`src/rv_core_cfg.svh`:
```
`ifndef RV_CORE_CFG_SVH
`define RV_CORE_CFG_SVH

// Program counter after reset
`define RV_RESET_PC 32'h0000_0000

// ADDI x0, x0, 0
`define RV_NOP 32'h0000_0013

// Architectural integer registers, x0 included
`define RV_NREGS 32

// Data and address width
`define RV_XLEN 32

`endif
```
`src/rv_core_pkg.sv`:
```
`default_nettype none

`include "rv_core_cfg.svh"

package rv_core_pkg;

    typedef struct packed {
        logic [6:0] funct7;
        logic [4:0] rs2;
        logic [4:0] rs1;
        logic [2:0] funct3;
        logic [4:0] rd;
        logic [6:0] opcode;
    } r_fmt_t;

    typedef struct packed {
        logic [11:0] imm_11_0;
        logic [4:0]  rs1;
        logic [2:0]  funct3;
        logic [4:0]  rd;
        logic [6:0]  opcode;
    } i_fmt_t;

    typedef struct packed {
        logic [6:0] imm_11_5;
        logic [4:0] rs2;
        logic [4:0] rs1;
        logic [2:0] funct3;
        logic [4:0] imm_4_0;
        logic [6:0] opcode;
    } s_fmt_t;

    typedef struct packed {
        logic       imm_12;
        logic [5:0] imm_10_5;
        logic [4:0] rs2;
        logic [4:0] rs1;
        logic [2:0] funct3;
        logic [3:0] imm_4_1;
        logic       imm_11;
        logic [6:0] opcode;
    } b_fmt_t;

    // Upper immediate sits in the top bits of the word
    typedef struct packed {
        logic [`RV_XLEN-1:12] imm_31_12;
        logic [4:0]           rd;
        logic [6:0]           opcode;
    } u_fmt_t;

    typedef struct packed {
        logic       imm_20;
        logic [9:0] imm_10_1;
        logic       imm_11;
        logic [7:0] imm_19_12;
        logic [4:0] rd;
        logic [6:0] opcode;
    } j_fmt_t;

    typedef union packed {
        r_fmt_t r_fmt;
        i_fmt_t i_fmt;
        s_fmt_t s_fmt;
        b_fmt_t b_fmt;
        u_fmt_t u_fmt;
        j_fmt_t j_fmt;
    } instr_u;

    typedef enum logic [3:0] {
        ALU_ADD, ALU_SUB, ALU_AND, ALU_OR, ALU_XOR,
        ALU_SLL, ALU_SRL, ALU_SRA, ALU_SLT, ALU_SLTU
    } alu_op_e;

    typedef enum logic [3:0] {
        BR_NONE, BR_EQ, BR_NE, BR_LT, BR_GE,
        BR_LTU, BR_GEU, BR_JAL, BR_JALR
    } br_cond_e;

    typedef enum logic [1:0] {
        SRC_A_RS1, SRC_A_PC, SRC_A_ZERO
    } src_a_e;

    typedef enum logic {
        SRC_B_RS2, SRC_B_IMM
    } src_b_e;

endpackage

`default_nettype wire

```
`src/rv_core.sv`:
```
`timescale 1ns/1ps
`default_nettype none

`include "rv_core_cfg.svh"

module rv_core (
    input  wire logic                clk,
    input  wire logic                rst_n_i,
    output logic      [`RV_XLEN-1:0] imem_addr_o,
    input  wire logic [`RV_XLEN-1:0] imem_data_i,
    output logic                     retire_valid_o,
    output logic      [`RV_XLEN-1:0] retire_pc_o,
    output logic               [4:0] retire_rd_o,
    output logic      [`RV_XLEN-1:0] retire_data_o
);
    import rv_core_pkg::*;

    logic                f_valid;
    logic [`RV_XLEN-1:0] f_pc;
    instr_u              f_instr;
    logic          [4:0] rs1_addr, rs2_addr;
    logic [`RV_XLEN-1:0] rs1_data, rs2_data;
    logic                d_valid, d_wen;
    logic [`RV_XLEN-1:0] d_pc, d_rs1_data, d_rs2_data, d_imm;
    logic          [4:0] d_rs1_addr, d_rs2_addr, d_rd;
    alu_op_e             d_alu_op;
    src_a_e              d_src_a;
    src_b_e              d_src_b;
    br_cond_e            d_br;
    logic                redirect;
    logic [`RV_XLEN-1:0] target;
    logic                w_valid, w_wen;
    logic [`RV_XLEN-1:0] w_pc, w_data;
    logic          [4:0] w_rd;

    fetch_unit fetch_unit_i (
        .clk, .rst_n_i, .redirect_i(redirect), .target_i(target), .imem_addr_o,
        .imem_data_i(instr_u'(imem_data_i)), .f_valid_o(f_valid), .f_pc_o(f_pc),
        .f_instr_o(f_instr)
    );

    // A taken jump also empties decode
    decode_unit decode_unit_i (
        .clk, .rst_n_i, .flush_i(redirect), .f_valid_i(f_valid), .f_pc_i(f_pc),
        .f_instr_i(f_instr), .rs1_addr_o(rs1_addr), .rs2_addr_o(rs2_addr),
        .rs1_data_i(rs1_data), .rs2_data_i(rs2_data), .d_valid_o(d_valid), .d_pc_o(d_pc),
        .d_rs1_addr_o(d_rs1_addr), .d_rs2_addr_o(d_rs2_addr), .d_rs1_data_o(d_rs1_data),
        .d_rs2_data_o(d_rs2_data), .d_imm_o(d_imm), .d_rd_o(d_rd), .d_wen_o(d_wen),
        .d_alu_op_o(d_alu_op), .d_src_a_o(d_src_a), .d_src_b_o(d_src_b), .d_br_o(d_br)
    );

    execute_unit execute_unit_i (
        .clk, .rst_n_i, .d_valid_i(d_valid), .d_pc_i(d_pc), .d_rs1_addr_i(d_rs1_addr),
        .d_rs2_addr_i(d_rs2_addr), .d_rs1_data_i(d_rs1_data), .d_rs2_data_i(d_rs2_data),
        .d_imm_i(d_imm), .d_rd_i(d_rd), .d_wen_i(d_wen), .d_alu_op_i(d_alu_op),
        .d_src_a_i(d_src_a), .d_src_b_i(d_src_b), .d_br_i(d_br), .redirect_o(redirect),
        .target_o(target), .w_valid_o(w_valid), .w_pc_o(w_pc), .w_rd_o(w_rd),
        .w_wen_o(w_wen), .w_data_o(w_data)
    );

    reg_file reg_file_i (
        .clk, .rst_n_i, .rs1_addr_i(rs1_addr), .rs2_addr_i(rs2_addr),
        .rs1_data_o(rs1_data), .rs2_data_o(rs2_data), .w_valid_i(w_valid), .w_pc_i(w_pc),
        .w_rd_i(w_rd), .w_wen_i(w_wen), .w_data_i(w_data), .retire_valid_o,
        .retire_pc_o, .retire_rd_o, .retire_data_o
    );

endmodule

`default_nettype wire

```
`src/reg_file.sv`:
```
`timescale 1ns/1ps
`default_nettype none

`include "rv_core_cfg.svh"

module reg_file (
    input  wire logic                clk,
    input  wire logic                rst_n_i,
    input  wire logic          [4:0] rs1_addr_i,
    input  wire logic          [4:0] rs2_addr_i,
    output logic      [`RV_XLEN-1:0] rs1_data_o,
    output logic      [`RV_XLEN-1:0] rs2_data_o,
    input  wire logic                w_valid_i,
    input  wire logic [`RV_XLEN-1:0] w_pc_i,
    input  wire logic          [4:0] w_rd_i,
    input  wire logic                w_wen_i,
    input  wire logic [`RV_XLEN-1:0] w_data_i,
    output logic                     retire_valid_o,
    output logic      [`RV_XLEN-1:0] retire_pc_o,
    output logic               [4:0] retire_rd_o,
    output logic      [`RV_XLEN-1:0] retire_data_o
);
    import rv_core_pkg::*;

    logic [`RV_XLEN-1:0] regs_q [1:`RV_NREGS-1];
    logic                wr_en;

    assign wr_en = w_valid_i && w_wen_i;

    // x0 reads as zero and a same-cycle write passes through
    assign rs1_data_o = (rs1_addr_i == 5'd0)               ? '0 :
                        (wr_en && w_rd_i == rs1_addr_i)    ? w_data_i :
                                                             regs_q[rs1_addr_i];
    assign rs2_data_o = (rs2_addr_i == 5'd0)               ? '0 :
                        (wr_en && w_rd_i == rs2_addr_i)    ? w_data_i :
                                                             regs_q[rs2_addr_i];

    always_ff @(posedge clk or negedge rst_n_i) begin
        if (!rst_n_i) begin
            for (int i = 1; i < `RV_NREGS; i++) begin
                regs_q[i] <= '0;
            end
        end else if (wr_en) begin
            regs_q[w_rd_i] <= w_data_i;
        end
    end

    assign retire_valid_o = w_valid_i;
    assign retire_pc_o    = w_pc_i;
    assign retire_rd_o    = wr_en ? w_rd_i : 5'd0;
    assign retire_data_o  = wr_en ? w_data_i : '0;

endmodule

`default_nettype wire

```
`src/execute_unit.sv`:
```
`timescale 1ns/1ps
`default_nettype none

`include "rv_core_cfg.svh"

module execute_unit (
    input  wire logic                  clk,
    input  wire logic                  rst_n_i,
    input  wire logic                  d_valid_i,
    input  wire logic   [`RV_XLEN-1:0] d_pc_i,
    input  wire logic            [4:0] d_rs1_addr_i,
    input  wire logic            [4:0] d_rs2_addr_i,
    input  wire logic   [`RV_XLEN-1:0] d_rs1_data_i,
    input  wire logic   [`RV_XLEN-1:0] d_rs2_data_i,
    input  wire logic   [`RV_XLEN-1:0] d_imm_i,
    input  wire logic            [4:0] d_rd_i,
    input  wire logic                  d_wen_i,
    input  wire rv_core_pkg::alu_op_e  d_alu_op_i,
    input  wire rv_core_pkg::src_a_e   d_src_a_i,
    input  wire rv_core_pkg::src_b_e   d_src_b_i,
    input  wire rv_core_pkg::br_cond_e d_br_i,
    output logic                       redirect_o,
    output logic        [`RV_XLEN-1:0] target_o,
    output logic                       w_valid_o,
    output logic        [`RV_XLEN-1:0] w_pc_o,
    output logic                 [4:0] w_rd_o,
    output logic                       w_wen_o,
    output logic        [`RV_XLEN-1:0] w_data_o
);
    import rv_core_pkg::*;

    logic [`RV_XLEN-1:0] rs1_val, rs2_val;
    logic [`RV_XLEN-1:0] op_a, op_b;
    logic [`RV_XLEN-1:0] alu_res, jalr_sum, result;
    logic                taken;

    // w_wen_o is never set for x0, so a match means a real write
    assign rs1_val = (w_wen_o && w_rd_o == d_rs1_addr_i) ? w_data_o : d_rs1_data_i;
    assign rs2_val = (w_wen_o && w_rd_o == d_rs2_addr_i) ? w_data_o : d_rs2_data_i;

    always_comb begin
        case (d_src_a_i)
            SRC_A_RS1: op_a = rs1_val;
            SRC_A_PC:  op_a = d_pc_i;
            default:   op_a = '0;
        endcase
        op_b = (d_src_b_i == SRC_B_RS2) ? rs2_val : d_imm_i;
    end

    always_comb begin
        case (d_alu_op_i)
            ALU_SUB:  alu_res = op_a - op_b;
            ALU_AND:  alu_res = op_a & op_b;
            ALU_OR:   alu_res = op_a | op_b;
            ALU_XOR:  alu_res = op_a ^ op_b;
            ALU_SLL:  alu_res = op_a << op_b[4:0];
            ALU_SRL:  alu_res = op_a >> op_b[4:0];
            ALU_SRA:  alu_res = $signed(op_a) >>> op_b[4:0];
            ALU_SLT:  alu_res = {{(`RV_XLEN-1){1'b0}}, $signed(op_a) < $signed(op_b)};
            ALU_SLTU: alu_res = {{(`RV_XLEN-1){1'b0}}, op_a < op_b};
            default:  alu_res = op_a + op_b;
        endcase
    end

    // Branch compare always sees the register operands
    always_comb begin
        case (d_br_i)
            BR_EQ:           taken = (rs1_val == rs2_val);
            BR_NE:           taken = (rs1_val != rs2_val);
            BR_LT:           taken = ($signed(rs1_val) < $signed(rs2_val));
            BR_GE:           taken = ($signed(rs1_val) >= $signed(rs2_val));
            BR_LTU:          taken = (rs1_val < rs2_val);
            BR_GEU:          taken = (rs1_val >= rs2_val);
            BR_JAL, BR_JALR: taken = 1'b1;
            default:         taken = 1'b0;
        endcase
    end

    assign jalr_sum   = rs1_val + d_imm_i;
    assign target_o   = (d_br_i == BR_JALR) ? {jalr_sum[`RV_XLEN-1:1], 1'b0} : d_pc_i + d_imm_i;
    assign redirect_o = d_valid_i && taken;

    // Jumps link pc+4
    assign result = (d_br_i == BR_JAL || d_br_i == BR_JALR) ? d_pc_i + 4 : alu_res;

    always_ff @(posedge clk or negedge rst_n_i) begin
        if (!rst_n_i) begin
            w_valid_o <= 1'b0;
            w_wen_o   <= 1'b0;
        end else begin
            w_valid_o <= d_valid_i;
            w_wen_o   <= d_valid_i && d_wen_i && (d_rd_i != 5'd0);
        end
    end

    always_ff @(posedge clk) begin
        w_pc_o   <= d_pc_i;
        w_rd_o   <= d_rd_i;
        w_data_o <= result;
    end

endmodule

`default_nettype wire

```
`src/decode_unit.sv`:
```
`timescale 1ns/1ps
`default_nettype none

`include "rv_core_cfg.svh"

module decode_unit (
    input  wire logic                 clk,
    input  wire logic                 rst_n_i,
    input  wire logic                 flush_i,
    input  wire logic                 f_valid_i,
    input  wire logic  [`RV_XLEN-1:0] f_pc_i,
    input  wire rv_core_pkg::instr_u  f_instr_i,
    output logic                [4:0] rs1_addr_o,
    output logic                [4:0] rs2_addr_o,
    input  wire logic  [`RV_XLEN-1:0] rs1_data_i,
    input  wire logic  [`RV_XLEN-1:0] rs2_data_i,
    output logic                      d_valid_o,
    output logic       [`RV_XLEN-1:0] d_pc_o,
    output logic                [4:0] d_rs1_addr_o,
    output logic                [4:0] d_rs2_addr_o,
    output logic       [`RV_XLEN-1:0] d_rs1_data_o,
    output logic       [`RV_XLEN-1:0] d_rs2_data_o,
    output logic       [`RV_XLEN-1:0] d_imm_o,
    output logic                [4:0] d_rd_o,
    output logic                      d_wen_o,
    output rv_core_pkg::alu_op_e      d_alu_op_o,
    output rv_core_pkg::src_a_e       d_src_a_o,
    output rv_core_pkg::src_b_e       d_src_b_o,
    output rv_core_pkg::br_cond_e     d_br_o
);
    import rv_core_pkg::*;

    logic [`RV_XLEN-1:0] imm_i, imm_u, imm_b, imm_j, imm;
    alu_op_e             alu_op;
    src_a_e              src_a;
    src_b_e              src_b;
    br_cond_e            br;
    logic                wen;

    // SUB only exists in the register form
    function automatic alu_op_e alu_from_funct(input logic [2:0] funct3,
                                               input logic alt,
                                               input logic is_reg);
        case (funct3)
            3'b000:  return (alt && is_reg) ? ALU_SUB : ALU_ADD;
            3'b001:  return ALU_SLL;
            3'b010:  return ALU_SLT;
            3'b011:  return ALU_SLTU;
            3'b100:  return ALU_XOR;
            3'b101:  return alt ? ALU_SRA : ALU_SRL;
            3'b110:  return ALU_OR;
            default: return ALU_AND;
        endcase
    endfunction

    assign rs1_addr_o = f_instr_i.r_fmt.rs1;
    assign rs2_addr_o = f_instr_i.r_fmt.rs2;

    assign imm_i = {{(`RV_XLEN-12){f_instr_i.i_fmt.imm_11_0[11]}}, f_instr_i.i_fmt.imm_11_0};
    assign imm_u = {f_instr_i.u_fmt.imm_31_12, 12'b0};
    assign imm_b = {{(`RV_XLEN-12){f_instr_i.b_fmt.imm_12}}, f_instr_i.b_fmt.imm_11,
                    f_instr_i.b_fmt.imm_10_5, f_instr_i.b_fmt.imm_4_1, 1'b0};
    assign imm_j = {{(`RV_XLEN-20){f_instr_i.j_fmt.imm_20}}, f_instr_i.j_fmt.imm_19_12,
                    f_instr_i.j_fmt.imm_11, f_instr_i.j_fmt.imm_10_1, 1'b0};

    always_comb begin
        alu_op = alu_from_funct(f_instr_i.r_fmt.funct3, f_instr_i.r_fmt.funct7[5],
                                f_instr_i.r_fmt.opcode[5]);
        src_a  = SRC_A_RS1;
        src_b  = SRC_B_IMM;
        br     = BR_NONE;
        wen    = 1'b1;
        imm    = imm_i;
        case (f_instr_i.r_fmt.opcode)
            7'b0110011: src_b = SRC_B_RS2;
            7'b0010011: ;
            // LUI
            7'b0110111: begin
                alu_op = ALU_ADD;
                src_a  = SRC_A_ZERO;
                imm    = imm_u;
            end
            // AUIPC
            7'b0010111: begin
                alu_op = ALU_ADD;
                src_a  = SRC_A_PC;
                imm    = imm_u;
            end
            7'b1100011: begin
                src_b = SRC_B_RS2;
                wen   = 1'b0;
                imm   = imm_b;
                case (f_instr_i.b_fmt.funct3)
                    3'b000:  br = BR_EQ;
                    3'b001:  br = BR_NE;
                    3'b100:  br = BR_LT;
                    3'b101:  br = BR_GE;
                    3'b110:  br = BR_LTU;
                    3'b111:  br = BR_GEU;
                    default: br = BR_NONE;
                endcase
            end
            7'b1101111: begin
                br  = BR_JAL;
                imm = imm_j;
            end
            7'b1100111: br = BR_JALR;
            // Unknown opcodes pass through as no-ops
            default: wen = 1'b0;
        endcase
    end

    always_ff @(posedge clk or negedge rst_n_i) begin
        if (!rst_n_i) begin
            d_valid_o <= 1'b0;
            d_wen_o   <= 1'b0;
            d_br_o    <= BR_NONE;
        end else if (flush_i) begin
            d_valid_o <= 1'b0;
            d_wen_o   <= 1'b0;
            d_br_o    <= BR_NONE;
        end else begin
            d_valid_o <= f_valid_i;
            d_wen_o   <= wen;
            d_br_o    <= br;
        end
    end

    always_ff @(posedge clk) begin
        d_pc_o       <= f_pc_i;
        d_rs1_addr_o <= f_instr_i.r_fmt.rs1;
        d_rs2_addr_o <= f_instr_i.r_fmt.rs2;
        d_rs1_data_o <= rs1_data_i;
        d_rs2_data_o <= rs2_data_i;
        d_imm_o      <= imm;
        d_rd_o       <= f_instr_i.r_fmt.rd;
        d_alu_op_o   <= alu_op;
        d_src_a_o    <= src_a;
        d_src_b_o    <= src_b;
    end

endmodule

`default_nettype wire

```
`src/fetch_unit.sv`:
```
`timescale 1ns/1ps
`default_nettype none

`include "rv_core_cfg.svh"

module fetch_unit (
    input  wire logic                clk,
    input  wire logic                rst_n_i,
    input  wire logic                redirect_i,
    input  wire logic [`RV_XLEN-1:0] target_i,
    output logic      [`RV_XLEN-1:0] imem_addr_o,
    input  wire rv_core_pkg::instr_u imem_data_i,
    output logic                     f_valid_o,
    output logic      [`RV_XLEN-1:0] f_pc_o,
    output rv_core_pkg::instr_u      f_instr_o
);
    import rv_core_pkg::*;

    logic [`RV_XLEN-1:0] pc_q;

    // Instruction port answers in the same cycle
    assign imem_addr_o = pc_q;

    always_ff @(posedge clk or negedge rst_n_i) begin
        if (!rst_n_i) begin
            pc_q      <= `RV_RESET_PC;
            f_valid_o <= 1'b0;
        end else if (redirect_i) begin
            pc_q      <= target_i;
            f_valid_o <= 1'b0;
        end else begin
            pc_q      <= pc_q + 4;
            f_valid_o <= 1'b1;
        end
    end

    // Word on the port is dropped when a jump is taken
    always_ff @(posedge clk) begin
        f_pc_o <= pc_q;
        if (redirect_i) begin
            f_instr_o <= instr_u'(`RV_NOP);
        end else begin
            f_instr_o <= imem_data_i;
        end
    end

endmodule

`default_nettype wire

```
`config.mk`:
```
export PLATFORM = sky130hd
export DESIGN_NAME = rv_core
export DESIGN_NICKNAME = d
export VERILOG_FILES = /design/src/rv_core_pkg.sv /design/src/rv_core.sv /design/src/reg_file.sv /design/src/execute_unit.sv /design/src/decode_unit.sv /design/src/fetch_unit.sv
export VERILOG_INCLUDE_DIRS = /design/src
export SDC_FILE = /design/constraint.sdc
export NUM_CORES = 2
export LEC_CHECK = 0
export ABC_CLOCK_PERIOD_IN_PS = 15260
export BUFFER_PORTS_ARGS = -buffer_cell sky130_fd_sc_hd__buf_2
export CAP_MARGIN = 20
export CORE_ASPECT_RATIO = 0.5
export CORE_MARGIN = 4
export CORE_UTILIZATION = 55
export CTS_BUF_LIST = sky130_fd_sc_hd__clkbuf_8
export DETAILED_ROUTE_END_ITERATION = 10
export GPL_ROUTABILITY_DRIVEN = 0
export HOLD_SLACK_MARGIN = 0.03
export PLACE_DENSITY_LB_ADDON = 0.2
export SYNTH_ARGS = -nofsm -noshare
export SYNTH_HDL_FRONTEND = slang
export SYNTH_SLANG_ARGS = --single-unit
```
`constraint.sdc`:
```
create_clock -name clk -period 15.26 [get_ports clk]
set_input_delay 3.052 -clock clk [delete_from_list [all_inputs] [get_ports clk]]
set_output_delay 3.052 -clock clk [all_outputs]
set_load 0.02 [all_outputs]
```
==> flow_summary.toml <==
[status]
status = "finished, final reports clean"

[routing]
ant_nets = 0
dr.pass1.iters = 11
drc_errors = 0
vias = 58950
vias_per_cell = 7.049
wl_per_cell_um = 32.73
drt-initial-drc-count = 8070
wl_um = 273700

[clock_network]
cts_tree = "yes"
path_clk_slew_ps = 80
cts_buffers = 189
postCtsHoldBufs = 0
cts_sinks = 1316
clk_latency_ps = 930
cts_resized = 0
htreeDepth = 4
clockRootBuffer = "clkbuf_8"
postCtsSetupRepairBufs = 0
clockBufferDepth = 3

[setup_path]
path_delay_family = "compound AO/OA/AOI/OAI gates"
r2r-start = "execute_unit_i.w_wen_o$_DFF_PN0_"
cp_num_buf_inv = 2
r2r_setup_slack_ps = 8370
crit_required_ps = 15990
cp_cell_sequence = "nand2_1 -> nor2_4 -> mux2i_1 -> ha_1 -> a21oi_1 -> o21ai_0 -> a221oi_1 -> o221ai_1 -> a21oi_1 -> mux2i_1 -> nor2_1 -> a311oi_1 -> o211a_1 -> inv_2 -> buf_4 -> nor4_1 -> a211oi_1"
worst-r2r-cell-count = 17
startpoint_type = "flip-flop"
slowest_delay_ps = 1130
criticalPathCategory = "flip-flop to flip-flop"
r2r_end = "fetch_unit_i.imem_addr_o[31]$_DFF_PN0_"
crit_fanout = 88
crit_path_top_delay_cell = "dfrtp_2"
crit_arrival_ps = 7620
end_kind = "flip-flop"
setup.worst_path.start = "execute_unit_i.w_wen_o$_DFF_PN0_"

[cells_and_area]
fin_cells = 8363
nFillCells = 11000
num-nets-final = 6552
design_area_um2 = 83890
syn2layout_area_growth_pct = 8.303
drive_above_1_share_pct = 36.29

[placement]
place_hpwl_um = 172800
dp_cells = 8009
dpl_cell_area_um2 = 79730
port_buffers = 135

[sta]
fin_crit_ps = 6894
post-route-period-util_pct = 45.18
setup_viol = 0
grt_setup_unrepaired = "no"
max_freq_ghz = 0.1451
drv_slew = 0
finalClockSkew_ps = 52.50
max_slew.worst_pin.slew_ps = 1198
fin_tns_setup_ps = 0
final-hold-violation-count = 0
maxSlewHeadroom_pct = 20.10

[synth]
synth_top_cell_by_area = "dfrtp_1"
synthArstFlopShare_pct = 78.50
ys_seq_area_share_pct = 40.69
synth_common_cells = "mux2_2 (1064), dfrtp_1 (1033), mux4_2 (580), clkbuf_1 (433), nor2_1 (433)"
synth.area.top_cells = "dfrtp_1 (33%), mux4_2 (17%), mux2_2 (15%)"
ys_types = 95
synth_area_um2 = 77460
synth-edff-count = 0
yosysWarnings = 0
ys.flop_type = "dfrtp_1"
synth_nets = 6648
synth_cells = 6418
avgSynthCellArea_um2 = 12.07
ys_ff_latch = 1316
synth.most_common_cell = "mux2_2"
synth_top_area_share_pct = 33.37

[pwr]
clockPowerShare_pct = 28.1
pwr-share-seq_pct = 40.7
p_int_mw = 6.646
power_switching_mw = 4.108
swShare_pct = 38.20
vdd_drop_max_mv = 0.1032
power_leakage_nw = 38.33
power.density_nw_per_um2 = 128.2
combPwrFrac_pct = 31.2

[floorplan]
coreArea_um2 = 139900
ios = 136
initial_core_util_pct = 55.35
die_h_um = 273.4
die_w_um = 538.7
std_cell_rows = 97
dieArea_um2 = 147300

[global_route]
grt_usage_pct = 36.68
grt_overflow = 0
grt_pass1_wl_um = 399600
antenna_found_initial = 17
grt_max_degree = 179
first_global_vias = 59090

[job]
maxCapViolCount = 0

[min_path]
min_path_cells = 0
hp-class = "flip-flop to flip-flop"
hold_end = "decode_unit_i.d_pc_o[0]$_DFF_P_"
min_from = "fetch_unit_i.f_pc_o[0]$_DFF_P_"
[layout by cell type, fill, tap and decap left out, types with 13 or more instances in the layout]
| master | n |
|---|---|
| and3_1 | 65 |
| buf_2 | 134 |
| nor3_1 | 42 |
| xor2_1 | 48 |
| nand2_1 | 324 |
| mux4_2 | 580 |
| a21oi_1 | 301 |
| o21a_1 | 20 |
| nand4_1 | 22 |
| o21ai_0 | 204 |
| nand2b_1 | 25 |
| and2_1 | 50 |
| or3_1 | 14 |
| clkbuf_8 | 248 |
| nor2_1 | 414 |
| a221oi_1 | 17 |
| o211ai_1 | 40 |
| ha_1 | 192 |
| dfrtp_1 | 1031 |
| o221ai_1 | 16 |
| a22o_1 | 37 |
| a31oi_1 | 33 |
| a211oi_1 | 50 |
| a21o_1 | 72 |
| mux2i_1 | 207 |
| inv_1 | 178 |
| mux2_2 | 1064 |
| dfxtp_1 | 272 |
| o21ai_1 | 14 |
| buf_4 | 152 |
| o21bai_1 | 24 |
| nand3_1 | 91 |
| nor2b_1 | 19 |
| a311oi_2 | 27 |
| a32oi_1 | 13 |
| clkinv_2 | 15 |
| nor2_4 | 19 |
| xnor2_1 | 103 |
| o22ai_1 | 29 |
[cells by family (layout without fill, tap and decap cells)]
| kind of cell | after synthesis | after routing | synth area share (%) |
|---|---|---|---|
| other | 0 | 3 | 0 |
| buffers and inverters | 712 | 773 | 3.656 |
| DFF | 1316 | 1316 | 40.69 |
| AOI/OAI and AO/OA | 1028 | 1028 | 8.902 |
| muxes | 1853 | 1853 | 35.05 |
| adders and majority gates | 196 | 196 | 3.205 |
| xor gates and xnor gates | 152 | 152 | 1.728 |
| and+or+nand+nor | 1161 | 1161 | 6.772 |
[power by group through the flow]
stage / Clock [mW] / Sequential (mW) / Combinational [mW]
after floorplan: 0 / 4.29 / 2.02
after global placement: 0 / 4.38 / 3.15
after detailed placement: 0 / 4.41 / 3.21
after CTS: 3.05 / 4.35 / 3.22
after global routing: 3.21 / 4.40 / 3.49
final: 3.02 / 4.38 / 3.35
[worst max-delay path by stage]
stage / endpoint / slack, ps / depth (start not counted)
floorplan: execute_unit_i.w_data_o[29]$_DFF_P_ / 10400 / 20
global placement: fetch_unit_i.imem_addr_o[31]$_DFF_PN0_ / 8530 / 18
detailed placement: fetch_unit_i.imem_addr_o[31]$_DFF_PN0_ / 8270 / 18
CTS: fetch_unit_i.imem_addr_o[31]$_DFF_PN0_ / 8230 / 18
global route: fetch_unit_i.imem_addr_o[31]$_DFF_PN0_ / 8160 / 17
finish: fetch_unit_i.imem_addr_o[31]$_DFF_PN0_ / 8370 / 17
[routing by layer]
metal | vias up | part of all wire, % | routed length (µm) | global-route usage [%]
met5 | - | 0.038 | 103 | 0
met4 | 10 | 5.7 | 15470 | 18.41
met3 | 955 | 14 | 37190 | 12.41
met2 | 4082 | 43 | 116900 | 53.38
met1 | 30120 | 38 | 104000 | 49.28
li1 | 23790 | - | - | -
[through the flow]
stage	worst slack (ps)	utilization, %	power [mW]	hold slack, ps
after floorplan	10400	-	6.307	309.6
after global placement	8531	56.98	7.535	309.7
after detailed placement	8270	56.98	7.621	312.1
after CTS	8227	59.90	10.62	327.7
after global routing	8160	59.94	11.11	332.3
final	8366	59.95	10.75	327.5
[registers in the layout, indices dropped and copies added, names as in the netlist, 5 cells and up]
register / flops
decode_unit_i.d_imm_o: 32
decode_unit_i.d_pc_o: 32
decode_unit_i.d_rd_o: 5
decode_unit_i.d_rs1_addr_o: 5
decode_unit_i.d_rs1_data_o: 32
decode_unit_i.d_rs2_addr_o: 5
decode_unit_i.d_rs2_data_o: 32
execute_unit_i.w_data_o: 32
execute_unit_i.w_pc_o: 32
execute_unit_i.w_rd_o: 5
fetch_unit_i.f_instr_o: 32
fetch_unit_i.f_pc_o: 32
fetch_unit_i.imem_addr_o: 32
reg_file_i.regs_q: 992
[final cells by class]
type | instances | area, µm² | share of cell area, %
clock buffer | 248 | 3413 | 4.069
tap | 1881 | 2354 | 2.806
sequential | 1316 | 31560 | 37.62
inverter | 128 | 483.0 | 0.5757
clock inverter | 100 | 671.9 | 0.8009
timing repair buffer | 297 | 2042 | 2.434
antenna | 3 | 7.507 | 0.008949
multi-input combinational | 4390 | 43360 | 51.69
Power figures use the tool's default switching activity.
